--- src/logic/bpu_pkg.sv ---
`default_nettype none

package bpu_pkg;

  // kind of control transfer
  // held per btb entry and carried with each resolve
  typedef logic [1:0] bpu_target_t;

  // not a branch, plain pc+4
  localparam bpu_target_t bpu_target_npc = 2'd0;

  // call, pushes the return address
  localparam bpu_target_t bpu_target_call = 2'd1;

  // return, target comes from the ras
  localparam bpu_target_t bpu_target_return = 2'd2;

  // direct branch or jump with a known target
  localparam bpu_target_t bpu_target_imm = 2'd3;

  // local history length per pc slot
  // also sets the counter table depth (2**hist)
  localparam int bpu_hist_w = 4;

  // saturating direction counter, msb is the taken guess
  // same width as the lphr value carried with a prediction
  localparam int bpu_cnt_w = 2;

  // table sizes used by the top as defaults
  // all must be powers of two
  localparam int default_btb_entries = 64;

  localparam int default_lht_entries = 16;

  // ras pointer wraps at this depth
  localparam int default_ras_depth = 8;

endpackage

`default_nettype wire
--- src/logic/core_jmp.sv ---
`timescale 1ns/1ps
`default_nettype none

module core_jmp #(
  parameter int hist_w    = bpu_pkg::bpu_hist_w,
  parameter int ras_depth = bpu_pkg::default_ras_depth
) (
  input  logic                          valid_i,
  input  bpu_pkg::bpu_target_t          target_type_i,
  input  logic [3:0]                    cmp_type_i,
  input  logic [31:0]                   pc_i,
  input  logic [31:0]                   target_i,
  input  logic [31:0]                   r0_i,
  input  logic [31:0]                   r1_i,
  input  logic                          pred_taken_i,
  input  logic [31:0]                   pred_pc_i,
  input  bpu_pkg::bpu_target_t          pred_target_type_i,
  input  logic                          pred_cond_i,
  input  logic [bpu_pkg::bpu_cnt_w-1:0] pred_lphr_i,
  input  logic [hist_w-1:0]             pred_history_i,
  input  logic [$clog2(ras_depth)-1:0]  pred_ras_ptr_i,
  output logic                          jmp_o,
  output logic [31:0]                   target_o,
  output logic                          miss_o,
  output logic                          need_update_o,
  output logic                          true_taken_o,
  output logic                          true_cond_o,
  output logic [hist_w-1:0]             history_o,
  output logic [$clog2(ras_depth)-1:0]  ras_ptr_o,
  output logic                          ras_fix_o
);

  import bpu_pkg::*;

  logic [32:0] r0_ext;
  logic [32:0] r1_ext;
  logic [3:1]  cmp_res;
  logic        true_taken;
  logic        pred_dir;
  logic        type_miss;
  logic        miss;

  // extra top bit makes one unsigned compare serve both modes
  // signed: negatives get 0, non-negatives get 1
  assign r0_ext = {~r0_i[31] & cmp_type_i[0], r0_i};
  assign r1_ext = {~r1_i[31] & cmp_type_i[0], r1_i};

  assign cmp_res[3] = r1_ext < r0_ext;
  assign cmp_res[2] = r1_ext == r0_ext;
  assign cmp_res[1] = r1_ext > r0_ext;

  assign true_taken = |(cmp_res & cmp_type_i[3:1]);
  // empty mask never jumps, full mask always does
  assign true_cond_o = (|cmp_type_i[3:1]) && !(&cmp_type_i[3:1]);

  // conditional hits got their direction from the carried counter
  assign pred_dir  = pred_cond_i ? pred_lphr_i[bpu_cnt_w-1] : pred_taken_i;
  assign type_miss = target_type_i != pred_target_type_i;

  // both not taken is never a miss, whatever the predicted pc
  always_comb begin
    miss = 1'b0;
    if (valid_i && (true_taken || pred_dir)) begin
      miss = (pred_pc_i != target_i) || (pred_dir != true_taken);
    end
  end

  assign jmp_o    = miss;
  assign miss_o   = miss;
  assign target_o = true_taken ? target_i : (pc_i + 32'd4);

  assign need_update_o = (valid_i && ((|target_type_i) || type_miss)) || miss;
  assign true_taken_o  = true_taken;
  assign history_o     = pred_history_i;

  // fetch missed a call or return, so redo its push or pop
  always_comb begin
    ras_ptr_o = pred_ras_ptr_i;
    ras_fix_o = 1'b0;
    if (valid_i && type_miss && (target_type_i == bpu_target_call)) begin
      ras_ptr_o = pred_ras_ptr_i + 1'b1;
      ras_fix_o = 1'b1;
    end else if (valid_i && type_miss && (target_type_i == bpu_target_return)) begin
      ras_ptr_o = pred_ras_ptr_i - 1'b1;
      ras_fix_o = 1'b1;
    end
  end

endmodule

`default_nettype wire

--- config.mk ---
export PLATFORM = sky130hd
export DESIGN_NAME = core_jmp
export DESIGN_NICKNAME = d
export VERILOG_FILES = /design/src/logic/bpu_pkg.sv /design/src/logic/core_jmp.sv
export SDC_FILE = /design/constraint.sdc
export NUM_CORES = 1
export LEC_CHECK = 0
export BUFFER_PORTS_ARGS = -buffer_cell sky130_fd_sc_hd__buf_2
export CAP_MARGIN = 20
export CORE_AREA = 2 2 87 89
export DETAILED_ROUTE_END_ITERATION = 8
export DIE_AREA = 0 0 89 91
export PLACE_DENSITY_LB_ADDON = 0.08
export SLEW_MARGIN = 10
export SYNTH_ARGS = -nofsm -noshare
export SYNTH_HDL_FRONTEND = slang
export SYNTH_SLANG_ARGS = --single-unit
--- constraint.sdc ---
create_clock -name vclk -period 8
set_input_delay 0.8 -clock vclk [all_inputs]
set_output_delay 0.8 -clock vclk [all_outputs]
set_load 0.005 [all_outputs]
# [After elaboration in Yosys (flattened, before gate mapping)]
# Index checks and enable logic that the tools add are counted.
[op_classes] div=0 n_mul=0 shifts=0 magnitude_cmp=2 reduce_logical=15 addsub=3 eq_ne=6 bitwise_logic=5 mux=7
[op_table] cell="equality test 33 bit" n=1
[op_table] cell="> comparator 33 bit" n=1
[op_table] cell="< comparator 33 bit" n=1
[op_table] cell="adder 32 x 3 -> 32 bit (second input constant)" n=1
[op_table] cell="2-to-1 mux 32 bit" n=1
[op_table] cell="inequality test 32 bit" n=1
[op_table] cell="logical AND 1 bit" n=6
[op_table] cell="2-to-1 mux 3 bit" n=2
[op_table] cell="OR reduction 3 bit" n=2
[op_table] cell="logical OR 1 bit" n=4
[op_table] cell="2-to-1 mux 1 bit" n=4
[op_table] cell="adder 3 x 1 -> 3 bit (second input constant)" n=1
[op_table] cell="bitwise AND 3 bit" n=1
[op_table] cell="AND reduction 3 bit" n=1
[op_table] cell="subtractor 3 x 1 -> 3 bit (second input constant)" n=1
[op_table] cell="bitwise AND 1 bit" n=2
[op_table] cell="equality test 2 x 1 -> 1 bit (second input constant)" n=1
[op_table] cell="equality test 2 bit (second input constant)" n=1
[op_table] cell="inequality test 2 bit" n=1
[op_table] cell="NOT 1 bit" n=2
[op_table] cell="OR reduction 2 bit" n=1
[op_table] cell="zero test 1 bit" n=1
[op_table] cell="inequality test 1 bit" n=1
[word_totals] latchBits=0 output_inout_bits=45 ramBits=0 n_memories=0 regBits=0 word_cells=38 mem_bits_ro=0 in_bits=180

# [Logic depth before layout (Yosys ltp)]
[depth] ltp_word=9 depth_mapped=16

# [Worst setup path before layout]
# Ideal clock, no wire load.
[synth_timing] kind="input to output" from="input r0_i[15]" to="output need_update_o" arrival_time_ns=3.849 slack_ns=3.351 path_stages=15 path_buffers=1 path_cell_list="inv_1 > ha_1 > a21oi_1 > nand2_1 > a221o_1 > o31a_1 > or3_1 > a221oi_4 > buf_6 > ha_1 > nor3_1 > nand4_1 > nor3_1 > nor3b_1 > nand2b_1"
[synth_between] elab_chain_len=7 word_cells_on_any_way=11 classes_between="order compare (2); eq/ne (2); mux (1); bitwise (1); reduce/logical (5)"
[synth_lines] item="start: declaration" line_no="core_jmp.sv:13" text="input logic [31:0] r0_i,"
[synth_lines] item="> comparator 33 bit (tied with other cells)" line_no="core_jmp.sv:50" text="assign cmp_res[1] = r1_ext > r0_ext;"
[synth_lines] item="bitwise AND 3 bit *" line_no="core_jmp.sv:52" text="assign true_taken = |(cmp_res & cmp_type_i[3:1]);"
[synth_lines] item="OR reduction 3 bit *" line_no="core_jmp.sv:52"
[synth_lines] item="inequality test 1 bit / logical OR 1 bit (equally long branches)" line_no="core_jmp.sv:64, core_jmp.sv:63"
[synth_lines] item="logical OR 1 bit / logical AND 1 bit (equally long branches)" line_no="core_jmp.sv:64, core_jmp.sv:63"
[synth_lines] item="2-to-1 mux 1 bit *" line_no="core_jmp.sv:63" text="if (valid_i && (true_taken || pred_dir)) begin"
[synth_lines] item="via jmp_o" line_no="core_jmp.sv:22" text="output logic jmp_o,"
[synth_lines] item="logical OR 1 bit *" line_no="core_jmp.sv:72" text="assign need_update_o = (valid_i && ((|target_type_i) || type_miss)) || miss;"
[synth_lines] item="end: declaration" line_no="core_jmp.sv:25" text="output logic need_update_o,"
# The timed path passes the listed nets; every way through them passes the cells marked *.

# [Worst setup path after layout]
[layout_timing] from="input r0_i[15]" to="output need_update_o"
[layout_between] elab_chain_len=7 word_cells_on_any_way=11 classes_between="order compare (2); eq/ne (2); mux (1); bitwise (1); reduce/logical (5)"
[layout_lines] item="> comparator 33 bit (tied with other cells)" line_no="core_jmp.sv:50"
[layout_lines] item="bitwise AND 3 bit *" line_no="core_jmp.sv:52"
[layout_lines] item="OR reduction 3 bit *" line_no="core_jmp.sv:52"
[layout_lines] item="inequality test 1 bit / logical OR 1 bit (equally long branches)" line_no="core_jmp.sv:64, core_jmp.sv:63"
[layout_lines] item="logical OR 1 bit / logical AND 1 bit (equally long branches)" line_no="core_jmp.sv:64, core_jmp.sv:63"
[layout_lines] item="2-to-1 mux 1 bit *" line_no="core_jmp.sv:63"
[layout_lines] item="logical OR 1 bit *" line_no="core_jmp.sv:72"
# Mark *: on every way between the ends. The rest lies on a longest branch, timed or not.

==> run metrics <==
outcome complete, no violations; critical setup path kind in2out; Worst setup SP type input pin; Sw Pwr 87.1 µW; Die Y 91 µm; crit-path leading delay family simple AND/OR/NAND/NOR gates; vias per inst 4.68; layout cells sized above 1 42.2%; Wirelength per Cell 13.0 µm; Worst Hold Class in2out; register area share after synthesis 0%; worst vdd ir 0.0204 mV; Gate Count Post-Synth 312; 1st-pass router iterations 4; Fin Setup TNS 0 ps; register area 0 µm²; Initial Utilization 32.9%; DP HPWL 7.35 mm; Pwr Total 186 µW; DRC 0; Top Usage Layer GRT met2; GRT Overall Usage 18.1%; RSZ-0062 raised after global routing no; power share of the clock group 0%; Worst path slowest cell or3_1; antenna violations before repair 0; Worst Hold Depth 0; width of the chip 89 µm; post-CTS sizing 0; critical-path maximum fanout 3; maximum clock rate 209 MHz; worst hold endpoint history_o[1]; worst hold path startpoint pred_history_i[1]; Vias 2,894; Post-Syn Nets 529; mapped cell area 2350 µm²; IO Count 225; vias in the first global route 2,775; final max-slew violation count 0; Setup crit end kind output pin; sequential share of power 0%; crit path buf inv count 3; WL final 8.06 mm; max-cap violations 0; DRT antenna net count 0; critical-path cell list buf_2, inv_1, ha_1, a21oi_1, nand2_1, a221o_1, o31a_1, or3_1, a221oi_4, ha_1, nor3_1, nand4_1, nor3_1, nor3b_1, nand2b_1, buf_2; Comb power frac 100.0%; Synth area leaders ha_1, mux2_1, xor2_1, xnor2_1, inv_1; commonest cells in the synthesized netlist inv_1, ha_1, xor2_1; ant diodes 0; first-pass GRT wire length 12.0 mm; Placer Congestion 0.834; grt met3 use 2.82%; fin crit period 4780 ps; Yosys top cell area share 19.7%; 1st-iter DRT viols 61; crit path DAT 3980 ps; grt total ovfl 0; largest area contributor in the netlist ha_1; clk_buf instances 0; Post-CTS Hold Fix Bufs 0; Setup Buffers After CTS 0; Seq cells 0; synth-to-layout area growth 48.2%; Core ar. 7140 µm²; Synth cell types 38; count leader, synth inv_1; met1 Use GR 20.7%; final hold viol count 0; Post-layout nets 738; worst-margin pin slew 829 ps; internal cell power 98.4 µW; pwr dens 53.3 nW/µm²; final setup violation count 0; Worst EP required 7200 ps; Net Sw Frac 47.0%; LEAKAGE 1.93 nW; largest net degree at the start of global routing 34; Die Area 8100 µm²; port bufs 216; Syn. warnings 0; met2 Usage GRT 35.4%; relative slew slack 44.6%; max incr delay on CP 420 ps; final worst-path cycle share 59.7%; post-synthesis area per instance 7.54 µm²; Core Rows 31
==> per-stage QoR <==
step	cells	setup WS (ps)	area (µm²)	utilization, %	hold slack, ps
final	618	3220	3480	48.8	1600
after global routing	618	2930	3480	48.8	1600
after CTS	618	3190	3480	48.8	1600
after detailed placement	618	3220	3480	48.8	1600
after global placement	618	3220	3480	48.8	1600
after floorplan	312	3350	2350	-	1660
==> cells by family after synthesis <==
group                    synth area share (%)
multiplexers                             15.7
AND/OR/NAND/NOR                          23.4
buffers and inverters                    9.42
AO/OA/AOI/OAI                            9.05
adder cells (fa/ha/maj)                  19.7
XOR/XNOR                                 22.7
==> cell usage in the layout, fill, tap and decap left out, types with 7 or more instances in the layout <==
cell type	instances
a21oi_1	17
and3_1	8
xnor2_1	26
nand4_1	17
nor4_1	7
mux2_1	31
nor2_1	12
nand2_1	18
nand3_1	17
xor2_1	35
inv_1	38
buf_2	216
ha_1	37
==> per-layer routing <==
layer,part of all wire [%],vias to the layer above
li1,-,1512
met1,39,1249
met2,51,127
met3,9.3,6
met4,0.99,0
met5,0,-
==> worst max-delay path by stage <==
stage | slack, ps | depth (start not counted) | start | to
global placement | 3220 | 16 | r0_i[15] | need_update_o
CTS | 3190 | 16 | r0_i[15] | need_update_o
finish | 3220 | 16 | r0_i[15] | need_update_o
floorplan | 3350 | 15 | r0_i[15] | need_update_o
global route | 2930 | 16 | cmp_type_i[0] | need_update_o
detailed placement | 3220 | 16 | r0_i[15] | need_update_o
==> cell type report <==
cell class	instances	area, µm²
timing repair buffer	217	1090
multi-input combinational	264	2130
inverter	38	143
fill	798	3650
tap	99	124
==> power groups by stage <==
stage | Clock (mW) | Combinational [mW] | Sequential [mW]
after floorplan | 0 | 0.0979 | 0
after global placement | 0 | 0.185 | 0
after detailed placement | 0 | 0.187 | 0
after CTS | 0 | 0.188 | 0
after global routing | 0 | 0.209 | 0
final | 0 | 0.186 | 0
Power figures use the tool's default switching activity.
