File: src/logic/bpu_pkg.sv
`default_nettype none

package bpu_pkg;

  // kind of control transfer
  // held per btb entry and carried with each resolve
  typedef logic [1:0] bpu_target_t;

  // not a branch, plain pc+4
  localparam bpu_target_t bpu_target_npc = 2'd0;

  // call, pushes the return address
  localparam bpu_target_t bpu_target_call = 2'd1;

  // return, target comes from the ras
  localparam bpu_target_t bpu_target_return = 2'd2;

  // direct branch or jump with a known target
  localparam bpu_target_t bpu_target_imm = 2'd3;

  // local history length per pc slot
  // also sets the counter table depth (2**hist)
  localparam int bpu_hist_w = 4;

  // saturating direction counter, msb is the taken guess
  // same width as the lphr value carried with a prediction
  localparam int bpu_cnt_w = 2;

  // table sizes used by the top as defaults
  // all must be powers of two
  localparam int default_btb_entries = 64;

  localparam int default_lht_entries = 16;

  // ras pointer wraps at this depth
  localparam int default_ras_depth = 8;

endpackage

`default_nettype wire
File: src/logic/bpu_btb.sv
`timescale 1ns/1ps
`default_nettype none

module bpu_btb #(
  parameter int btb_entries = bpu_pkg::default_btb_entries
) (
  input  logic                 clk,
  input  logic                 rst_n_i,
  input  logic [31:0]          lookup_pc_i,
  output logic                 hit_o,
  output logic [31:0]          target_o,
  output bpu_pkg::bpu_target_t target_type_o,
  output logic                 cond_o,
  input  logic                 upd_i,
  input  logic [31:0]          upd_pc_i,
  input  logic [31:0]          upd_target_i,
  input  bpu_pkg::bpu_target_t upd_target_type_i,
  input  logic                 upd_cond_i
);

  import bpu_pkg::*;

  // index sits just above the word offset, tag is the rest
  localparam int idx_w = $clog2(btb_entries);
  localparam int tag_w = 32 - idx_w - 2;

  logic [btb_entries-1:0] valid_q;
  logic [btb_entries-1:0] cond_q;
  logic [tag_w-1:0]       tag_q    [btb_entries];
  logic [31:0]            target_q [btb_entries];
  bpu_target_t            type_q   [btb_entries];

  logic [idx_w-1:0] rd_idx;
  logic [tag_w-1:0] rd_tag;
  logic [idx_w-1:0] wr_idx;
  logic [tag_w-1:0] wr_tag;
  logic             wr_match;
  logic             wr_fill;

  // lookup side, purely combinational
  assign rd_idx = lookup_pc_i[idx_w+1:2];
  assign rd_tag = lookup_pc_i[31:idx_w+2];

  assign hit_o    = valid_q[rd_idx] && (tag_q[rd_idx] == rd_tag);
  assign target_o = target_q[rd_idx];
  // a miss looks like a non-branch to fetch
  assign target_type_o = hit_o ? type_q[rd_idx] : bpu_target_npc;
  assign cond_o        = hit_o && cond_q[rd_idx];

  // correction side
  assign wr_idx   = upd_pc_i[idx_w+1:2];
  assign wr_tag   = upd_pc_i[31:idx_w+2];
  assign wr_match = valid_q[wr_idx] && (tag_q[wr_idx] == wr_tag);
  // any real branch type allocates or overwrites the slot
  assign wr_fill  = upd_i && (upd_target_type_i != bpu_target_npc);

  always_ff @(posedge clk or negedge rst_n_i) begin
    if (!rst_n_i) begin
      valid_q <= '0;
    end else if (wr_fill) begin
      valid_q[wr_idx] <= 1'b1;
    end else if (upd_i && wr_match) begin
      // resolved as non-branch, drop only our own entry
      valid_q[wr_idx] <= 1'b0;
    end
  end

  // payload fields, no reset needed behind valid
  always_ff @(posedge clk) begin
    if (wr_fill) begin
      tag_q[wr_idx]    <= wr_tag;
      target_q[wr_idx] <= upd_target_i;
      type_q[wr_idx]   <= upd_target_type_i;
      cond_q[wr_idx]   <= upd_cond_i;
    end
  end

endmodule

`default_nettype wire

File: config.mk
export PLATFORM = sky130hd
export DESIGN_NAME = bpu_btb
export DESIGN_NICKNAME = d
export VERILOG_FILES = /design/src/logic/bpu_pkg.sv /design/src/logic/bpu_btb.sv
export SDC_FILE = /design/constraint.sdc
export NUM_CORES = 2
export LEC_CHECK = 0
export ABC_AREA = 0
export BUFFER_PORTS_ARGS = -buffer_cell sky130_fd_sc_hd__buf_4
export CORE_MARGIN = 4
export CORE_UTILIZATION = 55
export CTS_CLUSTER_DIAMETER = 30
export DETAILED_ROUTE_END_ITERATION = 16
export PLACE_DENSITY_LB_ADDON = 0.15
export SYNTH_ARGS = -nofsm -noshare
export SYNTH_HDL_FRONTEND = slang
export SYNTH_SLANG_ARGS = --single-unit
File: constraint.sdc
create_clock -name clk -period 4.4 [get_ports clk]
set_input_delay 0.66 -clock clk [delete_from_list [all_inputs] [get_ports clk]]
set_output_delay 0.66 -clock clk [all_outputs]
set_load 0.005 [all_outputs]
# After elaboration in Yosys (flattened, before gate mapping)
# Memories as Yosys holds them, arrays and structs flattened.
# Cells that the tools add are included.
[classes]
order_cmp = 3
n_eq_ne = 2
mux = 14
bitwise_logic = 3
reduce_logical = 8
[op_table]
columns = ["operator", "count"]
rows = [
  ["2-to-1 mux 64 bit", 2],
  ["AND 64 bit", 1],
  ["bitwise mux 64 bit", 1],
  ["inverter 64 bit", 1],
  ["OR 64 bit", 1],
  ["equality test 24 bit", 2],
  ["binary-select mux 1 bit (select 6 bit)", 3],
  ["less-than comparator 6 x 7 -> 1 bit (second input constant)", 2],
  ["demux 1 bit (select 6 bit)", 1],
  [">= comparator 6 x 1 -> 1 bit (second input constant)", 1],
  ["logical AND 1 bit", 6],
  ["2-to-1 mux 1 bit", 6],
  ["nonzero test 2 bit", 2],
  ["2-to-1 mux 2 bit", 1],
]
[totals]
regBits = 128
mem_bits_rw = 3712
inputBits = 102
output_inout_bits = 36
word_cells = 35
mem_count = 3
[mem_list]
columns = ["memory", "words", "word_bits", "read_ports", "rd_ports_with_merged_regs", "wr", "line", "source"]
rows = [
  ["target_q", 64, 32, 1, 0, 1, "bpu_btb.sv:30", "logic [31:0] target_q [btb_entries];"],
  ["tag_q", 64, 24, 2, 0, 1, "bpu_btb.sv:29", "logic [tag_w-1:0] tag_q [btb_entries];"],
  ["type_q", 64, 2, 1, 0, 1, "bpu_btb.sv:31", "bpu_target_t type_q [btb_entries];"],
]

# Logic depth before layout (Yosys ltp)
[logic_depth]
depth_word = 8
depth_mapped = 17
mapped_depth_nobuf = 10

# Worst setup path before layout
# No wires, ideal clock.
[synth_path]
kind = "input-to-reg"
startpoint = "input upd_pc_i[4]"
endpoint = "register cond_q[40], enable pin"
setup_ns = 0.478
arrival_time_ns = 4.643
t_required_ns = 3.922
slack_ns = -0.721
stages = 8
n_path_buf = 5
cell_sequence = "buf_4 > buf_4 > inv_2 > buf_1 > buf_1 > nand2_1 > clkbuf_1 > nor2_1"
[synth_rtl]
columns = ["item", "line", "source"]
rows = [
  ["start: declaration", "bpu_btb.sv:15", "input logic [31:0] upd_pc_i,"],
  ["end signal: indexed assignment", "bpu_btb.sv:74", "cond_q[wr_idx] <= upd_cond_i;"],
  ["end: declaration", "bpu_btb.sv:28", "logic [btb_entries-1:0] cond_q;"],
]

==> summary.md <==
| Metric | Value |
|---|---|
| Sort of element at the start of the critical path | `register` |
| Area share of the largest cell type after synthesis | `a little over two thirds` |
| Maximum number of pins on one net before global-route repair | `104` |
| Detailed-routing iteration count for the pre-antenna-repair pass | `7` |
| Maximum level of the CTS H-tree | `6` |
| Layout cells sized above 1 | `about 40%` |
| Final setup margin | `-1.34 ns` |
| Biggest cell delay along the critical path | `0.50 ns` |
| Yosys warnings | `0` |
| Cell taking the most area after synthesis | `edfxtp_1` |
| Total Wirelength | `545 mm` |
| Number of I/O port buffers | `roughly 130` |
| Crit. End Element | `output port` |
| DR iter-0 viols | `around 17000` |
| Total core area | `about 0.29 sq mm` |
| Hold WC Path Type | `in2reg` |
| Clock tree from TritonCTS | `done` |
| Share of synthesized registers carrying an async set or reset | `under 10%` |
| Cell variety after synth | `70` |
| Outcome | `finished, violations left` |
| Die footprint | `around 0.30 sq mm` |
| Cell mode on critical path | `buf_4` |
| Highest attainable clock frequency | `around 0.17 GHz` |
| DP Cell Count | `~12000` |
| Number of antenna-violating nets in the routed design | `0` |
| RSZ-0062 raised after global routing | `true` |
| Commonest cells post-synth | `3776 x edfxtp_1, 1400 x mux4_2, 303 x mux2i_1` |
| Largest fanout on the critical path | `2` |
| Cell family with most CP delay | `multiplexers` |
| Final Slew Violations | `0` |
| Cell type of the slowest stage on the worst timing path | `mux4_2` |
| Antenna violations before repair | `27` |
| Clk sinks | `3840` |
| Number of maximum-capacitance constraint violations | `0` |
| Relative contribution of the clock network to total power | `53.8%` |
| Share of total power in combinational logic | `between 5 and 6%` |
| Post-DR wirelength/cell | `~42 um` |
| Violated checks | `setup timing` |
| Setup-failing EPs final | `4` |
| Psw | `between 20 and 25 mW` |
| Clock insertion delay at the later pin of the skew report | `roughly 1.1 ns` |
| Number of vias in the routed layout | `just over 90000` |
| Internal Dissipation | `approximately 78 mW` |
| Largest buffer count on any clock path | `4` |
| Leakage | `~65 nW` |
| IR drop worst, VDD | `around 490 uV` |
| PwrDens | `between 500 and 600 mW/mm^2` |
| Number of I/O pins | `138` |
| Gate count of the mapped netlist | `7293` |
| Number of synthesized flops with an enable pin | `3776` |
| Buffering stage count on the worst path with inverters included | `5` |
| Tot GR Track Use | `between 30% and 40%` |
| Critical path class | `reg2out` |
| Mapped Nets | `roughly 7400` |
| Area Growth Syn to Fin | `23.7%` |
| Share of power burned in registers | `just over 40%` |
| Sequential share of the synthesized area | `~72%` |
| Worst path required time | `around 3.7 ns` |
| Inserted Clock Buffers | `between 600 and 700` |
| Number of global-route vias before repair | `roughly 92000` |
| Switching power share of the total | `a little under a quarter` |
| Via-per-instance ratio | `7.24` |
| Final clock period utilization by the worst path | `130%` |
| Data arrival time of the worst path | `5.08 ns` |
| Wire length of the first global-routing pass | `approximately 750 mm` |
| Cell types occupying the most area after synthesis | `edfxtp_1 71%, mux4_2 20%, mux2i_1 1.9%` |
| Detailed placement HPWL | `298 mm` |
| DRC violations left | `0` |
| Clk slew on worst S/H paths | `around 0.050 ns` |
| Worst Skew | `around 0.06 ns` |
| Mean cell area of the mapped netlist | `roughly 22 sq um` |
| Syn Std Cell Area | `0.160 sq mm` |
| Critical path cell sequence | `mux4_2 > mux4_2 > mux4_2 > xnor2_2 > buf_4 > nand4_1 > buf_4 > nor4_4 > buf_4 > nand2_8 > a2111oi_4 > buf_4 > buf_6` |
| Worst rel slew slack | `between 10% and 20%` |
| Rows | `around 200` |
| Post-layout minimum cycle time | `5.74 ns` |
| Transition at the pin with the smallest max-transition slack | `roughly 1.3 ns` |
| Width of the chip | `between 500 and 600 um` |
| Effective utilization at floorplan | `between 50% and 60%` |
| Aggregate global routing overflow | `0` |
| Root Driver | `clkbuf_16` |
| Most instantiated library cell after synthesis | `edfxtp_1` |
| Post-synthesis register bit count | `approximately 3800` |
| Leading register cell type out of synthesis | `edfxtp_1` |
| Final weighted congestion in routability-driven placement | `0.959` |
| Die height | `~550 um` |
| Final Hold Vio Count | `0` |
| Total number of nets in the final design | `8499` |
| Post-Route Setup TNS | `-5.15 ns` |
| Final Non-Filler Cells | `~13000` |
cell type report:
type | instances | area, sq um
fill | 17500 | 90800
timing repair buffer | 925 | 11100
sequential | 3840 | 115000
inverter | 36 | 140
antenna | 11 | 27.5
clock inverter | 522 | 6340
clock buffer | 754 | 17600
tap | 3880 | 4850
multi-input combinational | 2909 | 43300
logic make-up (layout without fill, tap and decap cells):
kind of cell / after synthesis / count (layout) / synth area share, %
other: 0 / 11 / 0
flip-flops: 3840 / 3840 / 71.7
multiplexers: 1787 / 1787 / 22.1
AND/OR/NAND/NOR: 372 / 372 / 1.14
buffers and inverters: 544 / 2237 / 1.69
XOR/XNOR: 47 / 47 / 0.257
AO/OA/AOI/OAI: 703 / 703 / 3.05
metrics by stage:
step	util [%]	setup WS (ns)	cell area, sq um	power [mW]	hold WS (ns)
3_3_place_gp	60.0	-2.13	173000	46.7	0.496
6_report	68.6	-1.34	198000	100	0.124
5_1_grt	68.6	-1.36	198000	103	0.133
4_1_cts	68.5	-1.42	198000	100	0.0530
2_1_floorplan	-	-0.721	160000	44.3	0.364
3_5_place_dp	60.0	-2.17	173000	46.8	0.517
power groups by stage:
stage	Combinational [mW]	Sequential [mW]	Clock (mW)
after floorplan	3.00	41.3	0
after global placement	5.44	41.3	0
after detailed placement	5.51	41.3	0
after CTS	5.64	40.6	54.2
after global routing	5.96	40.6	56.3
final	5.77	40.6	53.9
path summary, 6_finish.rpt:
kind / slack (ns) / cells past startpoint / startpoint / end
max in group asynchronous: 3.38 / 2 / rst_n_i / asynchronous set/reset pin
max reg2reg: 0.12 / 12 / tag_q[24][14] / register
min in group asynchronous: 0.40 / 2 / rst_n_i / asynchronous set/reset pin
min: 0.12 / 1 / upd_target_i[21] / target_q[19][21]
min reg2reg: 0.53 / 2 / register / register
max: -1.34 / 13 / tag_q[24][14] / target_type_o[1]
cell usage in the layout, fill, tap and decap left out, types with 78 or more instances in the layout:
| master | netlist | layout |
|---|---|---|
| edfxtp_1 | 3776 | 3776 |
| mux4_2 | 1400 | 1400 |
| clkbuf_16 | 0 | 700 |
| buf_4 | 36 | 600 |
| mux2i_1 | 303 | 303 |
| buf_12 | 1 | 276 |
| o21ai_0 | 139 | 139 |
| nand2_1 | 131 | 130 |
| a22oi_1 | 125 | 125 |
| clkinv_2 | 0 | 95 |
| a21oi_1 | 93 | 93 |
| bufinv_16 | 0 | 92 |
| clkinv_1 | 0 | 91 |
| o22ai_1 | 78 | 78 |
per-layer routing:
metal / global-route usage [%] / routed length [um] / up-vias
met2: 53.3 / 246000 / 8426
met1: 48.4 / 188000 / 48800
met4: 19.1 / 34500 / 14
li1: - / - / 34300
met3: 11.3 / 76800 / 1680
met5: 0 / 96 / -
flip-flops by register name, summed over array words and instances (netlist names), named ones only:
register and cells:
type_q 128, target_q 2048, cond_q 64, tag_q 1536
what timing repair did:
item	CTS	global route
endpoints found under the hold margin	65	0
cloned	10	6
hold buffers	2	0
pin swaps	3	1
gates resized for setup	60	14
endpoints found under the setup margin	32	36
setup buffers	3	9
Note: power is estimated with default switching activity, not from simulation.
