**config.mk**
```make
export PLATFORM = sky130hd
export DESIGN_NAME = bpu_pht
export DESIGN_NICKNAME = d
export VERILOG_FILES = /design/src/logic/bpu_pkg.sv /design/src/logic/bpu_pht.sv
export SDC_FILE = /design/constraint.sdc
export NUM_CORES = 1
export LEC_CHECK = 0
export BUFFER_PORTS_ARGS = -buffer_cell sky130_fd_sc_hd__buf_2
export CAP_MARGIN = 20
export CORE_MARGIN = 3
export CORE_UTILIZATION = 47
export CTS_CLUSTER_DIAMETER = 40
export DETAILED_ROUTE_END_ITERATION = 10
export GPL_TIMING_DRIVEN = 0
export PLACE_DENSITY = 0.64
export SYNTH_ARGS = -nofsm -noshare
export SYNTH_HDL_FRONTEND = slang
export SYNTH_SLANG_ARGS = --single-unit
```
**constraint.sdc**
```tcl
create_clock -name clk -period 4.2 [get_ports clk]
set_input_delay 0.84 -clock clk [delete_from_list [all_inputs] [get_ports clk]]
set_output_delay 0.84 -clock clk [all_outputs]
set_load 0.02 [all_outputs]
```
**src/logic/bpu_pkg.sv**
```systemverilog
`default_nettype none

package bpu_pkg;

  // kind of control transfer
  // held per btb entry and carried with each resolve
  typedef logic [1:0] bpu_target_t;

  // not a branch, plain pc+4
  localparam bpu_target_t bpu_target_npc = 2'd0;

  // call, pushes the return address
  localparam bpu_target_t bpu_target_call = 2'd1;

  // return, target comes from the ras
  localparam bpu_target_t bpu_target_return = 2'd2;

  // direct branch or jump with a known target
  localparam bpu_target_t bpu_target_imm = 2'd3;

  // local history length per pc slot
  // also sets the counter table depth (2**hist)
  localparam int bpu_hist_w = 4;

  // saturating direction counter, msb is the taken guess
  // same width as the lphr value carried with a prediction
  localparam int bpu_cnt_w = 2;

  // table sizes used by the top as defaults
  // all must be powers of two
  localparam int default_btb_entries = 64;

  localparam int default_lht_entries = 16;

  // ras pointer wraps at this depth
  localparam int default_ras_depth = 8;

endpackage

`default_nettype wire
```
**src/logic/bpu_pht.sv**
```systemverilog
`timescale 1ns/1ps
`default_nettype none

module bpu_pht #(
  parameter int lht_entries = bpu_pkg::default_lht_entries,
  parameter int hist_w      = bpu_pkg::bpu_hist_w
) (
  input  logic                          clk,
  input  logic                          rst_n_i,
  input  logic [31:0]                   lookup_pc_i,
  output logic [hist_w-1:0]             history_o,
  output logic [bpu_pkg::bpu_cnt_w-1:0] lphr_o,
  input  logic                          upd_i,
  input  logic [31:0]                   upd_pc_i,
  input  logic [hist_w-1:0]             upd_history_i,
  input  logic                          upd_taken_i
);

  import bpu_pkg::*;

  localparam int lht_idx_w   = $clog2(lht_entries);
  localparam int pht_entries = 1 << hist_w;
  // counters start weakly not taken
  localparam logic [bpu_cnt_w-1:0] cnt_init = bpu_cnt_w'(1);

  logic [hist_w-1:0]    lht_q [lht_entries];
  logic [bpu_cnt_w-1:0] pht_q [pht_entries];

  logic [lht_idx_w-1:0] rd_idx;
  logic [lht_idx_w-1:0] wr_idx;
  logic [bpu_cnt_w-1:0] cnt_cur;
  logic [bpu_cnt_w-1:0] cnt_next;

  // two-level lookup, pc picks history, history picks counter
  assign rd_idx    = lookup_pc_i[lht_idx_w+1:2];
  assign history_o = lht_q[rd_idx];
  assign lphr_o    = pht_q[history_o];

  // training uses the history seen at predict time
  assign wr_idx  = upd_pc_i[lht_idx_w+1:2];
  assign cnt_cur = pht_q[upd_history_i];

  // one step toward the outcome, clamp at both ends
  always_comb begin
    cnt_next = cnt_cur;
    if (upd_taken_i && (cnt_cur != '1)) begin
      cnt_next = cnt_cur + 1'b1;
    end else if (!upd_taken_i && (cnt_cur != '0)) begin
      cnt_next = cnt_cur - 1'b1;
    end
  end

  always_ff @(posedge clk or negedge rst_n_i) begin
    if (!rst_n_i) begin
      for (int i = 0; i < pht_entries; i++) begin
        pht_q[i] <= cnt_init;
      end
    end else if (upd_i) begin
      pht_q[upd_history_i] <= cnt_next;
    end
  end

  // newest outcome enters at bit 0
  always_ff @(posedge clk or negedge rst_n_i) begin
    if (!rst_n_i) begin
      for (int i = 0; i < lht_entries; i++) begin
        lht_q[i] <= '0;
      end
    end else if (upd_i) begin
      lht_q[wr_idx] <= {lht_q[wr_idx][hist_w-2:0], upd_taken_i};
    end
  end

endmodule

`default_nettype wire

```
After elaboration in Yosys (flattened, before gate mapping)
Index checks and enable logic that the tools add are counted.
Widths: inputs -> output; s select.
- add/subtract/negate cells: 2
- $mul: 0
- div/mod/pow operators: 0
- order comparisons: 6
- equality and inequality tests: 1
- shift operators: 0
- mux-type cells: 20
- bitwise gates (word level): 4
- reduce and logical (&&, ||, !) cells: 6
- operator list (operator ; number):
    $bwmux 64 ; 1
    $bmux 4 s4 ; 2
    $bwmux 32 ; 1
    $ge 5x5->1 const B ; 4
    $not 4->5 ; 4
    $bmux 2 s4 ; 2
    $demux 4 s4 ; 1
    $mux 2 ; 7
    $mux 4 ; 3
    $lt 5x1->1 const B ; 2
    $demux 2 s4 ; 1
    $mux 3 ; 2
    $logic_and 1x1->1 ; 4
    $add 2x1->2 const B ; 1
    $ne 2x2->1 const B ; 1
    $reduce_bool 2->1 ; 1
    $sub 2x1->2 const B ; 1
    $logic_not 1->1 ; 1
- register bits: 96
- bits in latches: 0
- RAM bits: 0
- ROM bits: 0
- output and inout bits: 6
- logic and storage cells: 71
- memories kept: 0

Longest topological paths before layout
Gate-level depths: netlist of run 1.
- word-level depth: 9
- depth in mapped cells: 12

Least setup slack after synthesis of run 1
OpenSTA, ideal clock, no wires.
- kind: input -> output
- start: in lookup_pc_i[3]
- end: out lphr_o[0] (netlist bit)
- arrival: 2.878 ns
- slack: 0.482 ns
- stages: 9
- cells stage by stage: buf_2 > mux4_2 > mux2i_1 > mux2i_4 > buf_2 > mux2i_1 > mux2i_1 > mux2i_1 > mux2i_1
- cells in the longest elaborated chain, start to end: 8
- ends and longest elaborated chain (what ; RTL line ; RTL):
    start: declaration ; bpu_pht.sv:10 ; input logic [31:0] lookup_pc_i,
    $not 4->5 (not written as such) ; bpu_pht.sv:36 ; assign history_o = lht_q[rd_idx];
    $bmux 4 s4 ; bpu_pht.sv:36 ;
    $mux 4 (not written as such) (2 in a row) ; bpu_pht.sv:36 ;
    via history_o[1] ; bpu_pht.sv:11 ; output logic [hist_w-1:0] history_o,
    $not 4->5 (not written as such) ; bpu_pht.sv:37 ; assign lphr_o = pht_q[history_o];
    $bmux 2 s4 ; bpu_pht.sv:37 ;
    $mux 2 (not written as such) (2 in a row) ; bpu_pht.sv:37 ;
    end: declaration ; bpu_pht.sv:12 ; output logic [bpu_pkg::bpu_cnt_w-1:0] lphr_o,
The timed path passes the listed nets, and every way through them passes these cells. The select of a mux whose other input is x is not followed.

Worst setup path in the final report of run 1
- start: in lookup_pc_i[3]
- end: out lphr_o[1] (netlist bit)
- cells in the longest elaborated chain, start to end: 8
- ends and longest elaborated chain (what ; RTL line):
    $not 4->5 (not written as such) ; bpu_pht.sv:36
    $bmux 4 s4 ; bpu_pht.sv:36
    $mux 4 (not written as such) (2 in a row) ; bpu_pht.sv:36
    $not 4->5 (not written as such) ; bpu_pht.sv:37
    $bmux 2 s4 ; bpu_pht.sv:37
    $mux 2 (not written as such) (2 in a row) ; bpu_pht.sv:37
Every way passes these cells. The select of a mux whose other input is x is not followed.

==> flow_summary.json, run 1 <==
{
  "outcome": "complete, no violations",
  "coreArea_um2": 11030,
  "vias": 3257,
  "cp_slowest_cell": "mux4_2",
  "wl_met3_um": 451,
  "cts_root_buffer": "clkbuf_16",
  "pre_cts_slack_ns": 0.05978,
  "clkPwrFrac_pct": 22.7,
  "final_antenna_net_count": 0,
  "wl_met1_mm": 5.184,
  "ys_types": 36,
  "synthToLayoutAreaGrowth_pct": 10.51,
  "port_buffers": 13,
  "fp-row-count": 38,
  "p_sw_share_pct": 32.06,
  "drtIter0Drc": 257,
  "cts_made_buffers": 9,
  "synth-seq-area-share_pct": 44.84,
  "post-route-util_pct": 54.13,
  "clock_skew_ns": 0.007628,
  "grt_pass1_wl_mm": 19.87,
  "synth.most_common_cell": "mux2_2",
  "hold_buffers": 0,
  "fin_ws_ns": 0.1281,
  "dieWidth_um": 113.2,
  "p_leak_nw": 2.550,
  "hold_ws_ns": 0.5002,
  "fill_cells": 949,
  "worst_ir_drop_vdd_mv": 0.3240,
  "min_period_over_period_pct": 96.95,
  "finalPower_mw": 3.608,
  "grt_use_total_pct": 20.76,
  "cp_slowest_stage_delay_ns": 0.53,
  "wire_per_inst_um": 22.36,
  "grt_max_degree": 58,
  "clockBufferDepth": 2,
  "setup_violations": 0,
  "netlist_area_um2": 5403,
  "fin_crit_ns": 4.072,
  "finalHoldViolCount": 0,
  "via_per_inst": 6.009,
  "tightest_slew_ns": 0.8862,
  "drc": 0,
  "drv_slew": 0,
  "synthCells": 370,
  "yosysTopAreaCellShare_pct": 37.05,
  "ys_warn_count": 0,
  "cts.clk_slew.worst_paths_ns": 0.06,
  "reg2reg_from": "pht_q[27]",
  "num_antenna_cells": 0,
  "drt-pass1-iter-count": 4,
  "path_class": "input port to output port",
  "min_from": "lht_q[11]",
  "layout.nets": 471,
  "antenna_found_initial": 0,
  "fp.dieH_um": 113.2,
  "globalRouteOverflowTotal": 0,
  "routed_wl_mm": 12.12,
  "clkLatencyLatePin_ns": 0.35,
  "drive_gt1_share_pct": 47.26,
  "async_flop_share_pct": 100.0,
  "power_per_cell_area_nw_per_um2": 604.2,
  "p_int_mw": 2.451,
  "mappedNetlistNets": 444,
  "combPwrFrac_pct": 35.6,
  "grt_setup_unrepaired": "false",
  "syn_avg_cell_area_um2": 14.60,
  "synth_seq_cells": 96,
  "htreeDepth": 3,
  "top_layer_used": "met4",
  "hold_path_class": "register to register",
  "hpwl_mm": 8.781,
  "gp_congestion": 0.8551,
  "cts_tree": "done",
  "seqPwrFrac_pct": 41.6,
  "critPathCaptureType": "output port",
  "final.setup.tns_ns": 0,
  "crit_fanout": 10,
  "synth_ff_type": "dfrtp_1",
  "max_freq_mhz": 245.6,
  "crit_required_ns": 3.36,
  "first_global_vias": 3510,
  "clock-sinks": 96,
  "initial_core_util_pct": 48.98,
  "startpoint_type": "input port",
  "die_area_um2": 12820,
  "synth_edf_count": 0,
  "slew_headroom_pct": 40.47,
  "cap_violations": 0,
  "synth_common_cells": "99 x mux2_2, 80 x dfrtp_1, 32 x mux4_2",
  "path_cells": "buf_2 > clkbuf_4 > mux4_2 > mux4_2 > buf_6 > mux2_4 > a21oi_1 > a22o_1 > buf_2",
  "routed-wl-met2_mm": 6.151,
  "synthTopCellsByArea": "dfrtp_1 37%, mux2_2 21%, mux4_2 13%",
  "cp.arrival_ns": 3.23,
  "ios": 78,
  "power_switching_mw": 1.156,
  "cp-startpoint": "lookup_pc_i[3]",
  "synth_top_area_cell": "dfrtp_1"
}
## registers in the layout, summed over array words and instances, names as in the netlist
signal and cells:
pht_q 32, lht_q 64
## power by group through the flow
stage	combinational, mW	sequential [mW]	clock [mW]
final	1.29	1.50	0.821
after global routing	1.41	1.55	0.885
after CTS	1.29	1.50	0.843
after detailed placement	1.28	1.52	0
after global placement	1.24	1.50	0
after floorplan	0.989	1.43	0
## routing by layer
layer	vias to the layer above	track usage [%]
met5	-	0
met4	0	8.333
met3	24	4.011
met2	64	34.40
met1	1706	26.99
li1	1463	-
## path summary, 6_finish.rpt
path / slack, ns / cells after the start / end
worst max register to register: 1.23 / 9 / pht_q[16]
max in group asynchronous: 2.92 / 2 / pht_q[16]
worst min register to register: 0.50 / 1 / lht_q[11]
worst max-delay path: 0.13 / 9 / lphr_o[1]
worst min-delay path: 0.50 / 1 / lht_q[11]
min in group asynchronous: 0.55 / 1 / pht_q[27]
## layout by cell type, fill, tap and decap left out, types with 5 or more instances in the layout
cell type and instances:
mux2_2 99, dfrtp_1 80, mux4_2 32, mux2i_1 29, clkbuf_1 18, nor2_1 18
buf_2 17, nand2_1 16, dfstp_2 16, mux4_1 10, clkbuf_16 9, nor3_1 5
nand2b_1 5
## through the flow
stage	std cells	instance area, um^2
2_1_floorplan	370	5403
3_3_place_gp	523	5643
3_5_place_dp	524	5665
4_1_cts	540	5953
5_1_grt	542	5971
6_report	542	5971
## timing repair
action                                  CTS  global route
buffers inserted                          0             2
endpoints found under the setup margin    0             2
resized for setup                         0             1
## logic make-up after synthesis
family | synth area share, %
AO/OA/AOI/OAI | 1.459
flip-flops | 44.84
AND/OR/NAND/NOR | 5.350
XOR/XNOR | 0.1621
buffers and inverters | 2.825
multiplexers | 44.90
adder cells (fa/ha/maj) | 0.4631
## worst max-delay path: cells and delay by family
kind,cells,cell delay (ns)
muxes,3,1.19
buffers and inverters,4,0.82
AOI/OAI and AO/OA,2,0.36
## final cells by class
| class | count | area (um^2) | area share, % |
|---|---|---|---|
| multi-input cells | 245 | 2828 | 47.36 |
| plain buffers | 25 | 140.1 | 2.347 |
| clock buffers | 15 | 257.7 | 4.317 |
| flip-flops and latches | 96 | 2422 | 40.57 |
| well taps | 140 | 175.2 | 2.934 |
| clock inverters | 1 | 30.03 | 0.5029 |
| inverters | 4 | 15.01 | 0.2515 |
| repair buffers | 16 | 102.6 | 1.718 |
(Power assumes the default switching activity.)
==> inputs of run 2 (changes only) <==
--- a/config.mk
+++ b/config.mk
@@ -12,7 +12,9 @@
 export CTS_CLUSTER_DIAMETER = 40
 export DETAILED_ROUTE_END_ITERATION = 10
 export GPL_TIMING_DRIVEN = 0
-export PLACE_DENSITY = 0.64
+export PLACE_DENSITY = 0.72
+export REMOVE_ABC_BUFFERS = 1
+export SLEW_MARGIN = 10
 export SYNTH_ARGS = -nofsm -noshare
 export SYNTH_HDL_FRONTEND = slang
 export SYNTH_SLANG_ARGS = --single-unit
==> flow_summary.json, run 2 (synthesized netlist as in run 1, its figures left out) <==
{
  "critPathTopFamily": "multiplexers",
  "hold_ws_ns": 0.4581,
  "finalHoldViolCount": 0,
  "path_cells": "buf_4 > mux4_1 > mux4_2 > mux2_4 > a21oi_1 > a22o_1 > buf_2",
  "largestRegisters": "lht_q (64), pht_q (32)",
  "worst-path-buf-inv": 2,
  "pre_cts_slack_ns": -0.09268,
  "cap_violations": 0,
  "seqPwrFrac_pct": 42.1,
  "routed_wl_mm": 11.76,
  "final_cell_mix": "99 x mux2_2, 80 x dfrtp_1, 32 x mux4_2",
  "clkLatencyLatePin_ns": 0.35,
  "gp_congestion": 0.7996,
  "reg2reg_from": "pht_q[0]",
  "min_period_over_period_pct": 96.77,
  "p_int_mw": 2.416,
  "combPwrFrac_pct": 36.2,
  "hold_path_class": "input port to async pin",
  "hpwl_mm": 8.057,
  "fin_crit_ns": 4.064,
  "slew_headroom_pct": 52.18,
  "top_register": "lht_q",
  "p_leak_nw": 2.520,
  "cts_root_buffer": "clkbuf_16",
  "multi_input_area_um2": 2858,
  "initial_core_util_pct": 48.98,
  "grt_max_degree": 62,
  "r2r_slack_ns": 1.35,
  "drv_slew": 0,
  "first_global_vias": 3396,
  "dp_cells": 507,
  "port_buffers": 21,
  "clock-sinks": 96,
  "cts_tree": "done",
  "grt_use_total_pct": 19.16,
  "outcome": "complete, no violations",
  "cp_slowest_stage_delay_ns": 0.64,
  "final_antenna_net_count": 0,
  "drt-pass1-iter-count": 5,
  "cts_made_buffers": 9,
  "fp.dieH_um": 113.2,
  "tightest_slew_ns": 0.7118,
  "htreeDepth": 3,
  "critPathCaptureType": "output port",
  "cp_slowest_cell": "mux4_1",
  "largest_reg_flops": 64,
  "vias": 3282,
  "grt_setup_unrepaired": "false",
  "grt_pass1_wl_mm": 18.77,
  "power_switching_mw": 1.173,
  "die_area_um2": 12820,
  "antenna_found_initial": 0,
  "drive_gt1_share_pct": 50.00,
  "reg2reg_to": "pht_q[3]",
  "regArea_um2": 2422,
  "clkPwrFrac_pct": 21.7,
  "fp-row-count": 38,
  "crit_fanout": 14,
  "fin_ws_ns": 0.1358,
  "finalPower_mw": 3.589,
  "power_per_cell_area_nw_per_um2": 605.1,
  "clock_skew_ns": 0.007838,
  "ff2ff_path_depth": 8,
  "worst_ir_drop_vdd_mv": 0.3565,
  "dieWidth_um": 113.2,
  "path_class": "input port to output port",
  "setup_violations": 0,
  "layout.nets": 457,
  "drc": 0,
  "coreArea_um2": 11030,
  "finalNonFillerCells": 528,
  "num_antenna_cells": 0,
  "p_sw_share_pct": 32.69,
  "max_freq_mhz": 246.1,
  "cts.clk_slew.worst_paths_ns": 0.06,
  "fill_cells": 901,
  "hold_buffers": 0,
  "final_common_cell": "mux2_2",
  "synthToLayoutAreaGrowth_pct": 9.796,
  "globalRouteOverflowTotal": 0,
  "drtIter0Drc": 261,
  "ios": 78,
  "wire_per_inst_um": 22.28,
  "startpoint_type": "input port",
  "crit_required_ns": 3.36,
  "cp.arrival_ns": 3.22,
  "clockBufferDepth": 2,
  "via_per_inst": 6.216
}
[run 2: worst max path at each step]
stage                        start   endpoint  slack, ns  cells after the start
global placement    lookup_pc_i[2]  lphr_o[1]      -0.04                      9
detailed placement  lookup_pc_i[2]  lphr_o[1]      -0.09                      9
floorplan           lookup_pc_i[3]  lphr_o[1]       0.65                      7
global route        lookup_pc_i[3]  lphr_o[0]       0.01                     10
finish              lookup_pc_i[2]  lphr_o[1]       0.14                      7
CTS                 lookup_pc_i[3]  lphr_o[1]       0.06                      9
[run 2: final cells by class]
class | instances | share of cell area [%]
inverter | 4 | 0.2531
timing repair buffer | 26 | 3.080
clock buffer | 14 | 4.451
clock inverter | 2 | 0.2531
tap | 140 | 2.953
multi-input combinational | 246 | 48.18
sequential | 96 | 40.84
[run 2: per-stage QoR]
stage	area, um^2	setup TNS, ns	utilization [%]
after global routing	5932	0	53.78
after floorplan	5265	0	-
final	5932	0	53.78
after CTS	5892	0	53.41
after global placement	5545	-0.03981	50.27
after detailed placement	5575	-0.09268	50.54
[run 2: routing by layer]
| metal | track usage [%] | vias up | share of wire [%] | wire (um) |
|---|---|---|---|---|
| li1 | - | 1437 | - | - |
| met1 | 25.92 | 1722 | 43 | 5029 |
| met2 | 30.81 | 99 | 50 | 5907 |
| met3 | 4.064 | 24 | 5.0 | 589 |
| met4 | 6.811 | 0 | 2.0 | 238 |
| met5 | 0 | - | 0 | 0 |
[run 2: repair_timing]
action | in CTS | in global routing
endpoints found under the setup margin | 1 | 2
resized for setup | 1 | 4
pin swaps | 0 | 0
setup buffers | 3 | 0
cloned | 0 | 1
[run 2: power by group through the flow]
stage,combinational (mW),sequential [mW],clock (mW)
after floorplan,0.934,1.43,0
after global placement,1.19,1.49,0
after detailed placement,1.23,1.52,0
after CTS,1.27,1.51,0.795
after global routing,1.40,1.55,0.828
final,1.30,1.51,0.780
